**config.mk**
```make
export PLATFORM = sky130hd
export DESIGN_NAME = column_counter_flat
export DESIGN_NICKNAME = d
export VERILOG_FILES = /design/src/verilog/lb_data_pkg.sv /design/src/verilog/line_wr_if.sv /design/src/verilog/column_counter.sv /design/src/flat_wrapper.sv
export VERILOG_INCLUDE_DIRS = /design/src /design/src/include
export SDC_FILE = /design/constraint.sdc
export NUM_CORES = 1
export LEC_CHECK = 0
export BUFFER_PORTS_ARGS = -buffer_cell sky130_fd_sc_hd__buf_2
export CAP_MARGIN = 15
export CORE_MARGIN = 5
export CORE_UTILIZATION = 47
export DETAILED_ROUTE_END_ITERATION = 16
export PLACE_DENSITY = 0.74
export SETUP_SLACK_MARGIN = 0.1
export SYNTH_ARGS = -nofsm -noshare
export SYNTH_HDL_FRONTEND = slang
export SYNTH_SLANG_ARGS = --single-unit
```
**constraint.sdc**
```tcl
create_clock -name clk -period 2.6 [get_ports clk]
set_clock_uncertainty 0.2 [all_clocks]
set_input_delay 0.52 -clock clk [delete_from_list [all_inputs] [get_ports clk]]
set_output_delay 0.52 -clock clk [all_outputs]
set_load 0.02 [all_outputs]
```
**src/include/lb_params.svh**
```systemverilog
`ifndef LB_PARAMS_SVH
`define LB_PARAMS_SVH

// Pixel and bus geometry
`define LB_PIX_W        8
`define LB_BUS_W        32
`define LB_PIX_PER_WORD 4

// Rows kept for the window column
`define LB_ROWS         3

// Row limits in pixels and in memory words
`define LB_MAX_ROW      1024
`define LB_RAM_DEPTH    256

`endif

```
**src/verilog/lb_data_pkg.sv**
```systemverilog
`include "lb_params.svh"

package lb_data_pkg;

    // One pixel and one incoming bus word
    typedef logic [`LB_PIX_W-1:0] pixel_t;
    typedef logic [`LB_BUS_W-1:0] bus_word_t;

    // Pixel column index, also used for the row width
    typedef logic [$clog2(`LB_MAX_ROW)-1:0] pix_addr_t;

    // Word address inside one row memory
    typedef logic [$clog2(`LB_RAM_DEPTH)-1:0] word_addr_t;

    // Pixel position inside a bus word
    typedef logic [$clog2(`LB_PIX_PER_WORD)-1:0] lane_t;

    // Row memory index
    typedef logic [$clog2(`LB_ROWS)-1:0] row_sel_t;

endpackage

```
**src/verilog/line_wr_if.sv**
```systemverilog
`include "lb_params.svh"

interface line_wr_if import lb_data_pkg::*; ();

    // Write strobe and data from the top level
    logic       wr_en;
    bus_word_t  wr_data;

    // Word address and end of row from the column counter
    word_addr_t wr_addr;
    logic       row_end;

    // Target row memory from the fill FSM
    row_sel_t   wr_row;

    modport counter (input wr_en, output wr_addr, output row_end);

    modport fsm (input wr_en, input row_end, output wr_row);

    modport store (input wr_en, input wr_data, input wr_addr, input wr_row);

endinterface

```
**src/verilog/column_counter.sv**
```systemverilog
`include "lb_params.svh"

module column_counter import lb_data_pkg::*; (
    input  logic      clk,
    input  logic      rst,
    input  pix_addr_t row_width,
    line_wr_if.counter wr
);

    word_addr_t last_word;

    // Last word of a row, row width given in pixels
    assign last_word = word_addr_t'(row_width / `LB_PIX_PER_WORD - 1);

    // Pulse while the final word of the row is written
    assign wr.row_end = wr.wr_en && (wr.wr_addr == last_word);

    always_ff @(posedge clk) begin
        if (rst) begin
            wr.wr_addr <= '0;
        end else if (wr.wr_en) begin
            if (wr.row_end) begin
                wr.wr_addr <= '0;
            end else begin
                wr.wr_addr <= wr.wr_addr + word_addr_t'(1);
            end
        end
    end

endmodule

```
**src/flat_wrapper.sv**
```systemverilog
// flat-port wrapper written by rule: the top's interface ports become plain ports
module column_counter_flat import lb_data_pkg::*;
  (clk, rst, row_width, wr_wr_en, wr_wr_addr, wr_row_end);
  line_wr_if wr_i ();
  input  logic clk;
  input  logic rst;
  input  pix_addr_t row_width;
  input wire logic [$bits(wr_i.wr_en)-1:0] wr_wr_en;
  output wire logic [$bits(wr_i.wr_addr)-1:0] wr_wr_addr;
  output wire logic [$bits(wr_i.row_end)-1:0] wr_row_end;
  assign wr_i.wr_en = wr_wr_en;
  assign wr_wr_addr = wr_i.wr_addr;
  assign wr_row_end = wr_i.row_end;
  column_counter u_core (.clk(clk), .rst(rst), .row_width(row_width), .wr(wr_i));
endmodule
```
==> results by group <==
Synth
  • Syn nets: 86
  • Largest family of logic cells by synthesized area: simple AND/OR/NAND/NOR gates
  • Post-synthesis mux area share: 0%
  • Simple-gate share of the synthesized area: between 30% and 40%
  • Share of the synthesized area in the top cell type: 25.6%
  • Mean cell area of the mapped netlist: 8.81 µm²
  • Area leader, netlist: dfxtp_1
  • Adder-Cell Fraction of Synth Area: under 10%
  • Seq/Total Area, Yosys: 25.6%
  • Synth Warn #: 0
  • Distinct cells, synth: 30
  • Synth area leaders: dfxtp_1 (26%), xnor2_1 (9.8%), xor2_1 (8.4%)
  • Post-synthesis compound-gate area fraction: between 10% and 20%
  • Post-synth design cell area: 626 µm²
  • Xor and xnor area share after synthesis: a little under a fifth
  • Syn Inst Count: 71
  • Synth Register Bits: 8

Cells and area
  • Largest register by flop count: u_core.wr.wr_addr
  • Area grow syn2layout: 45.0%
  • Layout Cells excl Fill: 115
  • Number of antenna repair diodes: 0
  • Largest regs: u_core.wr.wr_addr (8)
  • Max FFs per register: 8
  • # nets final: about 120
  • Share of post-route cells with drive strength above 1: around half

Floorplan
  • Rows: 13
  • IO Pins: 22
  • Die width: ~46 µm
  • Starting Density: 48.7%
  • DIE AREA: 0.00216 mm²
  • Die Y: 46.5 µm
  • CORE AREA: 0.00128 mm²

STA
  • PnR worst setup slack: -0.0612 ns
  • Setup violations, final: 1
  • Fin crit share: 102%
  • Worst slew pin tran: roughly 0.50 ns
  • Setup_tns: -0.0612 ns
  • RSZ-0062 raised after global routing: true
  • Fin. Hold Viols: 0
  • Max Clk Rate: 0.376 GHz
  • Min Tclk post-route: 2.66 ns
  • Slew HR: 66.5%
  • Final Max Slew Viols: 0

Place
  • PortBufs: 19
  • DP Cell Count: 111
  • Setup WS pre-CTS: -0.176 ns
  • Placer congestion estimate: 0.729
  • Post-DP HPWL: 1150 µm

Clock tree
  • Worst-Skew Late Latency: 0.26 ns
  • Bufs on Longest Clock Path: 2
  • TritonCTS Buffers: 3
  • Clk sinks: 8
  • CTS tree: done
  • Root Driver: clkbuf_4
  • Reg clk slew, reported paths: 0.06 ns
  • H-tree levels: 1

Critical path
  • Worst Path Arrival: roughly 1.9 ns
  • Critical Path Source Type: input pin
  • Worst-path maximum fanout: 3
  • Reg-to-reg critical path startpoint: u_core.wr.wr_addr[5]
  • Worst EP required: 1.88 ns
  • Worst setup path start: row_width[5]
  • Critical path capture point type: output port
  • CP Class: input pin to output port

Routing
  • Antenna Violating Nets Remaining: 0
  • Initial DRC count: 6
  • Total wire length: 1580 µm
  • DR vias/cell: 5.46
  • TritonRoute pass-1 iters: 4
  • Via count: 628
  • DRC Markers: 0
  • Drt wl/cell: ~14 µm

Outcome
  • Failing checks: setup timing
  • Status: finished with violations

Pwr
  • Leak: 0.000386 µW
  • Cell Pwr Density: 331 mW/mm²
  • Net Sw Frac: between 20 and 30%
  • Sequential power share: 42.8%
  • NetSw: around 88 µW
  • Worst vdd ir: 0.000334 V
  • Cell Int Power: 213 µW
  • Part of the power in combinational logic: 24.0%
  • Clock power share: 33.2%

Global route
  • GR Util All Layers: 15.8%
  • Largest net degree at the start of global routing: 11
  • First-pass GRT wire length: 2400 µm
  • Initial antenna violation count: 0
  • Vias in the first global route: 563
  • GRT overflow: 0

Worst hold path
  • Hold Path Class: flip-flop to flip-flop
  • Worst Hold Launch: u_core.wr.wr_addr[7]

Flow run
  • Max-cap violations: 0
[power by group through the flow]
stage	Sequential (µW)	Clock [µW]	Combinational (µW)
4_1_cts	129	101	66.8
5_1_grt	129	110	78.4
3_5_place_dp	132	0	62.7
6_report	129	99.8	72.2
3_3_place_gp	132	0	60.8
2_1_floorplan	135	0	33.4
[cell usage after synthesis]
| master | count |
|---|---|
| inv_1 | 2 |
| nand2b_1 | 3 |
| nand3_1 | 1 |
| nand2_1 | 5 |
| o31ai_2 | 1 |
| nand4_1 | 2 |
| and3_2 | 1 |
| o22ai_2 | 1 |
| nand4b_1 | 1 |
| and3_1 | 1 |
| o221a_2 | 1 |
| o2111ai_1 | 1 |
| dfxtp_1 | 8 |
| a211oi_2 | 1 |
| or4_4 | 1 |
| buf_4 | 1 |
| nor2_1 | 6 |
| and4b_1 | 1 |
| and2_2 | 1 |
| xnor2_1 | 7 |
| nor3_1 | 7 |
| or3b_2 | 3 |
| a211oi_4 | 1 |
| ha_1 | 2 |
| o211a_1 | 1 |
| nor4_1 | 1 |
| nor3b_1 | 1 |
| o31a_2 | 1 |
| xor2_1 | 6 |
| a21oi_1 | 2 |
[cell type report]
cell class / instances / area (µm²)
multi-input cells: 60 / 517
well taps: 15 / 18.8
fillers: 113 / 378
clock buffers: 3 / 22.5
repair buffers: 27 / 178
flip-flops and latches: 8 / 164
inverters: 2 / 7.51
[layout by cell type (no fill, tap or decap), drive strengths merged]
cell type | synthesis | routed
and2 | 1 | 1
nand4b | 1 | 1
o31a | 1 | 1
o31ai | 1 | 1
clkbuf | 0 | 3
nand2 | 5 | 5
inv | 2 | 2
xnor2 | 7 | 7
nor2 | 6 | 6
a211oi | 2 | 2
and4b | 1 | 1
buf | 1 | 27
or3b | 3 | 3
nor3b | 1 | 1
o211a | 1 | 1
dfxtp | 8 | 8
o221a | 1 | 1
nor3 | 7 | 7
nor4 | 1 | 1
nand4 | 2 | 2
nand2b | 3 | 3
o2111ai | 1 | 1
o22ai | 1 | 1
a21oi | 2 | 2
or4 | 1 | 1
and3 | 2 | 2
ha | 2 | 2
nand3 | 1 | 1
xor2 | 6 | 6
[worst max-delay path: stages]
cell and delay (ns):
buf_6 0.09, or4_4 0.58, nor2_4 0.12, nand4b_1 0.15
a211oi_4 0.32, buf_6 0.16
[routing by layer]
layer / share of wire [%] / vias up / GRT usage [%] / wire (µm)
met4: 1.8 / 0 / 10.2 / 29
met1: 45 / 295 / 20.5 / 711
met2: 49 / 13 / 24.2 / 779
met5: 0 / - / 0 / 0
li1: - / 316 / - / -
met3: 4.0 / 4 / 1.95 / 63
[what timing repair did]
action	CTS	global route
resized for setup	9	7
pin swaps	4	4
buffers inserted	0	1
hold buffers	0	0
endpoints found under the setup margin	1	1
hold endpoints to repair	0	0
[logic make-up after synthesis]
| logic type | after synthesis |
|---|---|
| and+or+nand+nor | 35 |
| xor gates and xnor gates | 13 |
| AOI/OAI and AO/OA | 10 |
| DFF | 8 |
| buffers and inverters | 3 |
| adders and majority gates | 2 |
[per-stage QoR]
| stage | hold slack [ns] | power (µW) | util, % | area [µm²] |
|---|---|---|---|---|
| 3_3_place_gp | 0.355 | 193 | 62.4 | 802 |
| 3_5_place_dp | 0.360 | 195 | 62.4 | 802 |
| 6_report | 0.364 | 301 | 70.6 | 907 |
| 5_1_grt | 0.379 | 318 | 70.6 | 907 |
| 2_1_floorplan | 0.431 | 169 | - | 643 |
| 4_1_cts | 0.367 | 297 | 67.4 | 866 |
[path summary, 6_finish.rpt]
check	slack, ns	endpoint	depth (start not counted)
worst min register to register	0.36	u_core.wr.wr_addr[7]	2
worst min-delay path	0.36	u_core.wr.wr_addr[7]	2
worst max register to register	0.47	u_core.wr.wr_addr[1]	7
worst max-delay path	-0.06	wr_row_end	6
Note: power is estimated with default switching activity, not from simulation.
