File: src/include/lb_params.svh
`ifndef LB_PARAMS_SVH
`define LB_PARAMS_SVH

// Pixel and bus geometry
`define LB_PIX_W        8
`define LB_BUS_W        32
`define LB_PIX_PER_WORD 4

// Rows kept for the window column
`define LB_ROWS         3

// Row limits in pixels and in memory words
`define LB_MAX_ROW      1024
`define LB_RAM_DEPTH    256

`endif

File: src/verilog/lb_data_pkg.sv
`include "lb_params.svh"

package lb_data_pkg;

    // One pixel and one incoming bus word
    typedef logic [`LB_PIX_W-1:0] pixel_t;
    typedef logic [`LB_BUS_W-1:0] bus_word_t;

    // Pixel column index, also used for the row width
    typedef logic [$clog2(`LB_MAX_ROW)-1:0] pix_addr_t;

    // Word address inside one row memory
    typedef logic [$clog2(`LB_RAM_DEPTH)-1:0] word_addr_t;

    // Pixel position inside a bus word
    typedef logic [$clog2(`LB_PIX_PER_WORD)-1:0] lane_t;

    // Row memory index
    typedef logic [$clog2(`LB_ROWS)-1:0] row_sel_t;

endpackage

File: src/verilog/lb_ctrl_pkg.sv
package lb_ctrl_pkg;

    // Fill state of the line buffer
    // FILLING while at least one row is missing
    // READY once every row holds a complete line
    typedef enum logic {
        FILLING = 1'b0,
        READY   = 1'b1
    } fill_state_e;

endpackage

File: src/verilog/line_wr_if.sv
`include "lb_params.svh"

interface line_wr_if import lb_data_pkg::*; ();

    // Write strobe and data from the top level
    logic       wr_en;
    bus_word_t  wr_data;

    // Word address and end of row from the column counter
    word_addr_t wr_addr;
    logic       row_end;

    // Target row memory from the fill FSM
    row_sel_t   wr_row;

    modport counter (input wr_en, output wr_addr, output row_end);

    modport fsm (input wr_en, input row_end, output wr_row);

    modport store (input wr_en, input wr_data, input wr_addr, input wr_row);

endinterface

File: src/verilog/row_fill_fsm.sv
`include "lb_params.svh"

module row_fill_fsm
    import lb_data_pkg::*;
    import lb_ctrl_pkg::*;
(
    input  logic      clk,
    input  logic      rst,
    input  pix_addr_t row_width,
    input  logic      r_en,
    input  pix_addr_t r_add,
    line_wr_if.fsm    wr,
    output logic      full
);

    fill_state_e      state;
    fill_state_e      state_next;
    logic [`LB_ROWS-1:0] row_valid;
    logic [`LB_ROWS-1:0] valid_next;
    logic             at_row_start;
    logic             wr_start;
    logic             rd_consume;
    pix_addr_t        last_pix;

    assign last_pix = row_width - pix_addr_t'(1);

    // First word of a row, matches word address 0 in the counter
    assign wr_start = wr.wr_en && at_row_start;

    // Reader takes the last pixel of the oldest row
    assign rd_consume = r_en && full && (r_add == last_pix);

    always_comb begin
        valid_next = row_valid;
        // Oldest row is the one at wr_row
        if (wr_start || rd_consume) begin
            valid_next[wr.wr_row] = 1'b0;
        end
        if (wr.row_end) begin
            valid_next[wr.wr_row] = 1'b1;
        end
    end

    always_comb begin
        state_next = state;
        case (state)
            FILLING: if (&valid_next) state_next = READY;
            READY:   if (!(&valid_next)) state_next = FILLING;
            default: state_next = FILLING;
        endcase
    end

    always_ff @(posedge clk) begin
        if (rst) begin
            state        <= FILLING;
            row_valid    <= '0;
            wr.wr_row    <= '0;
            at_row_start <= 1'b1;
        end else begin
            state     <= state_next;
            row_valid <= valid_next;
            if (wr.row_end) begin
                at_row_start <= 1'b1;
                // Round robin over the row memories
                if (wr.wr_row == row_sel_t'(`LB_ROWS - 1)) begin
                    wr.wr_row <= '0;
                end else begin
                    wr.wr_row <= wr.wr_row + row_sel_t'(1);
                end
            end else if (wr.wr_en) begin
                at_row_start <= 1'b0;
            end
        end
    end

    assign full = (state == READY);

endmodule

File: src/flat_wrapper.sv
// flat-port wrapper written by rule: the top's interface ports become plain ports
module row_fill_fsm_flat import lb_data_pkg::*; import lb_ctrl_pkg::*;
  (clk, rst, row_width, r_en, r_add, full, wr_wr_en, wr_row_end, wr_wr_row);
  line_wr_if wr_i ();
  input  logic clk;
  input  logic rst;
  input  pix_addr_t row_width;
  input  logic r_en;
  input  pix_addr_t r_add;
  output logic full;
  input wire logic [$bits(wr_i.wr_en)-1:0] wr_wr_en;
  input wire logic [$bits(wr_i.row_end)-1:0] wr_row_end;
  output wire logic [$bits(wr_i.wr_row)-1:0] wr_wr_row;
  assign wr_i.wr_en = wr_wr_en;
  assign wr_i.row_end = wr_row_end;
  assign wr_wr_row = wr_i.wr_row;
  row_fill_fsm u_core (.clk(clk), .rst(rst), .row_width(row_width), .r_en(r_en), .r_add(r_add), .wr(wr_i), .full(full));
endmodule
File: config.mk
export PLATFORM = sky130hd
export DESIGN_NAME = row_fill_fsm_flat
export DESIGN_NICKNAME = d
export VERILOG_FILES = /design/src/verilog/lb_data_pkg.sv /design/src/verilog/lb_ctrl_pkg.sv /design/src/verilog/line_wr_if.sv /design/src/verilog/row_fill_fsm.sv /design/src/flat_wrapper.sv
export VERILOG_INCLUDE_DIRS = /design/src /design/src/include
export SDC_FILE = /design/constraint.sdc
export NUM_CORES = 1
export LEC_CHECK = 0
export ABC_CLOCK_PERIOD_IN_PS = 2800
export BUFFER_PORTS_ARGS = -buffer_cell sky130_fd_sc_hd__buf_2
export CAP_MARGIN = 30
export CORE_MARGIN = 2
export CORE_UTILIZATION = 40
export DETAILED_ROUTE_END_ITERATION = 10
export GPL_TIMING_DRIVEN = 0
export PLACE_DENSITY = 0.7
export SLEW_MARGIN = 20
export SYNTH_ARGS = -nofsm -noshare
export SYNTH_HDL_FRONTEND = slang
export SYNTH_SLANG_ARGS = --single-unit
export TNS_END_PERCENT = 100
File: constraint.sdc
create_clock -name clk -period 2.8 [get_ports clk]
set_input_delay 0.84 -clock clk [delete_from_list [all_inputs] [get_ports clk]]
set_output_delay 0.84 -clock clk [all_outputs]
set_load 0.03 [all_outputs]
==> qor.json <==
{
  "setup_viol": 0,
  "critPathSlowestCell": "sky130_fd_sc_hd__nor4_4",
  "antenna-diode-count": 0,
  "cellLeakagePower_nw": 0.3537,
  "power.density_nw_per_um2": 364.8,
  "critical_path.top_delay_family": "compound AO/OA/AOI/OAI gates",
  "cts_resized": 0,
  "fp-row-count": 14,
  "cp_max_fo": 6,
  "achievable-frequency_mhz": 453.7,
  "synth_unique_cells": 33,
  "post_route_cells_drive_above_1_share_pct": 29.09,
  "clock-skew-final_ns": 0.0004349,
  "critical_path_class": "in -> reg",
  "io_buffers": 27,
  "routed_wire_length_per_instance_um": 11.15,
  "cts.repair_timing.setup_buffer_count": 0,
  "final_area_um2": 802.0,
  "floorplan.die.width_um": 43.39,
  "via_count_of_the_first_global_routing_pass": 635,
  "required_ns": 2.92,
  "detail_route.iter0.violations": 10,
  "die_footprint_um2": 1883,
  "die-height_um": 43.39,
  "cts_tree": "built",
  "avgSynthCellArea_um2": 7.856,
  "area_overhead_of_the_layout_relative_to_synthesis_pct": 29.23,
  "critical_path.reg2reg.endpoint": "u_core.full$_SDFF_PP0_",
  "hold_buffers": 0,
  "status": "complete, no violations",
  "ys_async_sr_fraction_pct": 0,
  "post-synth-top-area-cell": "sky130_fd_sc_hd__dfxtp_1",
  "yosysWarningCount": 0,
  "timing.critical_path.to_type": "flop",
  "design.core.area_um2": 1471,
  "critPathCapture": "u_core.row_valid[2]$_SDFF_PP0_",
  "largest_net_degree_at_the_start_of_global_routing": 11,
  "timing.critical_path.cells": "buf_2 -> nor4_4 -> a21oi_1 -> o21a_1 -> o31a_1 -> o21ai_1 -> a311oi_1",
  "synth.top_cell.area_share_pct": 22.58,
  "max-clock-path-buffers": 2,
  "period_needed_ns": 2.204,
  "fin_nets": 137,
  "regToRegStartpoint": "u_core.wr.wr_row[1]$_SDFFE_PP0P_",
  "ioPinCount": 28,
  "final_hold_viols": 0,
  "first_pass_iters": 4,
  "placed_area_um2": 775.7,
  "cts_sinks": 7,
  "critical_path_at_ns": 2.33,
  "netlist_top_cells_area": "sky130_fd_sc_hd__dfxtp_1, sky130_fd_sc_hd__xnor2_1, sky130_fd_sc_hd__xor2_1, sky130_fd_sc_hd__nor2_1, sky130_fd_sc_hd__a21oi_1",
  "fin_hold_ws_ns": 0.4641,
  "total_power_mw": 0.2925,
  "worst-r2r-setup-slack_ns": 1.33,
  "finalMaxSlewViolations": 0,
  "cp_num_cells": 7,
  "timing.max_cap.violations": 0,
  "clkLatencyLatePin_ns": 0.26,
  "worstRegToRegCells": 6,
  "drc_viols": 0,
  "crit_path_start_kind": "input pin",
  "cts_root_buffer": "sky130_fd_sc_hd__clkbuf_4",
  "synth-edff-count": 0,
  "rsz0062_at_grt": "false",
  "post_synthesis_cell_area_um2": 620.6,
  "synth_seq_cells": 7,
  "grt_antenna_before_repair": 0,
  "grt.overflow.total": 0,
  "hold_class": "reg -> reg",
  "finalWirelength_um": 1405,
  "floorplan.initialDensity_pct": 42.18,
  "gr-usage-all-layers_pct": 17.04,
  "post_syn_instances": 79,
  "avgViaCountPerCell": 5.333,
  "dominantRegCellSynth": "sky130_fd_sc_hd__dfxtp_1",
  "tritoncts.num_buffers": 3,
  "final_antenna_net_count": 0,
  "vdd_drop_max_mv": 0.1319,
  "finalCoreUtilization_pct": 54.51,
  "path_clk_slew_ns": 0.05,
  "finalSetupTns_ns": 0,
  "fin_crit_sh_pct": 78.71,
  "place_congestion": 0.7843,
  "synth_sequential_area_ratio_pct": 22.58,
  "cts.htree.levels": 1,
  "cpPeakStageDelay_ns": 0.39,
  "via_count": 672,
  "mappedNetlistNets": 105,
  "grt_pass1_wl_um": 2394,
  "timing.critical_path.from": "row_width[2]",
  "worstPathBufferInverterCount": 1,
  "dp_hpwl_um": 1158,
  "relSlewSlack_pct": 75.00,
  "max_slew.worst_pin.slew_ns": 0.3750
}
[tightest hold or removal path, cell delays in order, from the launching register on]
cell and delay, ns:
sky130_fd_sc_hd__dfxtp_1 0.31, sky130_fd_sc_hd__inv_1 0.04, sky130_fd_sc_hd__o21ai_0 0.06
[cell usage after synthesis, drive strengths merged (3+ instances only)]
master,instances
a21oi,5
a31oi,3
dfxtp,7
inv,5
nand2,5
nand3,3
nor2,7
o21ai,4
xnor2,6
xor2,6
[worst min-delay path by stage]
stage | from | endpoint | slack, ns | cells past startpoint
6_report | u_core.at_row_start$_SDFFE_PP1P_ | u_core.at_row_start$_SDFFE_PP1P_ | 0.46 | 2
3_5_place_dp | u_core.at_row_start$_SDFFE_PP1P_ | u_core.at_row_start$_SDFFE_PP1P_ | 0.46 | 2
3_3_place_gp | u_core.at_row_start$_SDFFE_PP1P_ | u_core.at_row_start$_SDFFE_PP1P_ | 0.45 | 2
4_1_cts | u_core.at_row_start$_SDFFE_PP1P_ | u_core.at_row_start$_SDFFE_PP1P_ | 0.47 | 2
5_1_grt | u_core.at_row_start$_SDFFE_PP1P_ | u_core.at_row_start$_SDFFE_PP1P_ | 0.52 | 2
2_1_floorplan | u_core.at_row_start$_SDFFE_PP1P_ | u_core.at_row_start$_SDFFE_PP1P_ | 0.44 | 2
[stage by stage]
| step | setup slack (ns) | std cells |
|---|---|---|
| after global routing | 0.4924 | 126 |
| final | 0.5961 | 126 |
| after detailed placement | 0.3353 | 122 |
| after CTS | 0.6032 | 126 |
| after global placement | 0.3411 | 122 |
| after floorplan | 0.6064 | 79 |
[cells in the final DEF, fill, tap and decap left out, types with 2 or more instances in the layout]
master	n
sky130_fd_sc_hd__a21o_1	2
sky130_fd_sc_hd__buf_2	27
sky130_fd_sc_hd__and3_1	2
sky130_fd_sc_hd__inv_1	5
sky130_fd_sc_hd__nand2b_1	2
sky130_fd_sc_hd__a21oi_1	5
sky130_fd_sc_hd__a31oi_1	3
sky130_fd_sc_hd__nand3b_1	2
sky130_fd_sc_hd__xnor2_1	6
sky130_fd_sc_hd__nand3_1	3
sky130_fd_sc_hd__nand2_1	5
sky130_fd_sc_hd__dfxtp_1	7
sky130_fd_sc_hd__nor2_1	7
sky130_fd_sc_hd__o21ai_0	3
sky130_fd_sc_hd__a311oi_1	2
sky130_fd_sc_hd__clkbuf_1	3
sky130_fd_sc_hd__clkbuf_4	3
sky130_fd_sc_hd__xor2_1	6
[routing by layer]
layer,track usage [%],vias up,share of wire (%)
met1,18.86,298,43
met3,2.500,4,4.5
met4,13.33,0,3.3
met5,0,-,0
met2,28.96,21,49
li1,-,349,-
[kinds of logic after synthesis]
family,Yosys count,share of synthesized area (%)
buf+inv,7,4.235
xor+xnor,12,16.94
fa+ha+maj,1,2.016
compound gates,22,24.60
mux,1,1.613
simple gates,29,28.02
flops,7,22.58
[registers in the layout (all words and copies together) (netlist names)]
| signal | flops |
|---|---|
| u_core.at_row_start | 1 |
| u_core.wr.wr_row | 2 |
| u_core.row_valid | 3 |
| u_core.full | 1 |
[report_power, final]
part / internal (mW) / switching, mW
clock: 0.0546 / 0.0403
sequential: 0.105 / 0.00451
combinational: 0.0412 / 0.0469
total: 0.201 / 0.0917
[layout make-up]
cell class                 count  area [µm²]
timing repair buffer          27       135.1
clock buffer                   4       26.28
buffer                         2       7.507
sequential                     7       140.1
multi-input combinational     65       454.2
inverter                       5       18.77
tap                           16       20.02
fill                         149       669.4
(Power assumes the default switching activity.)
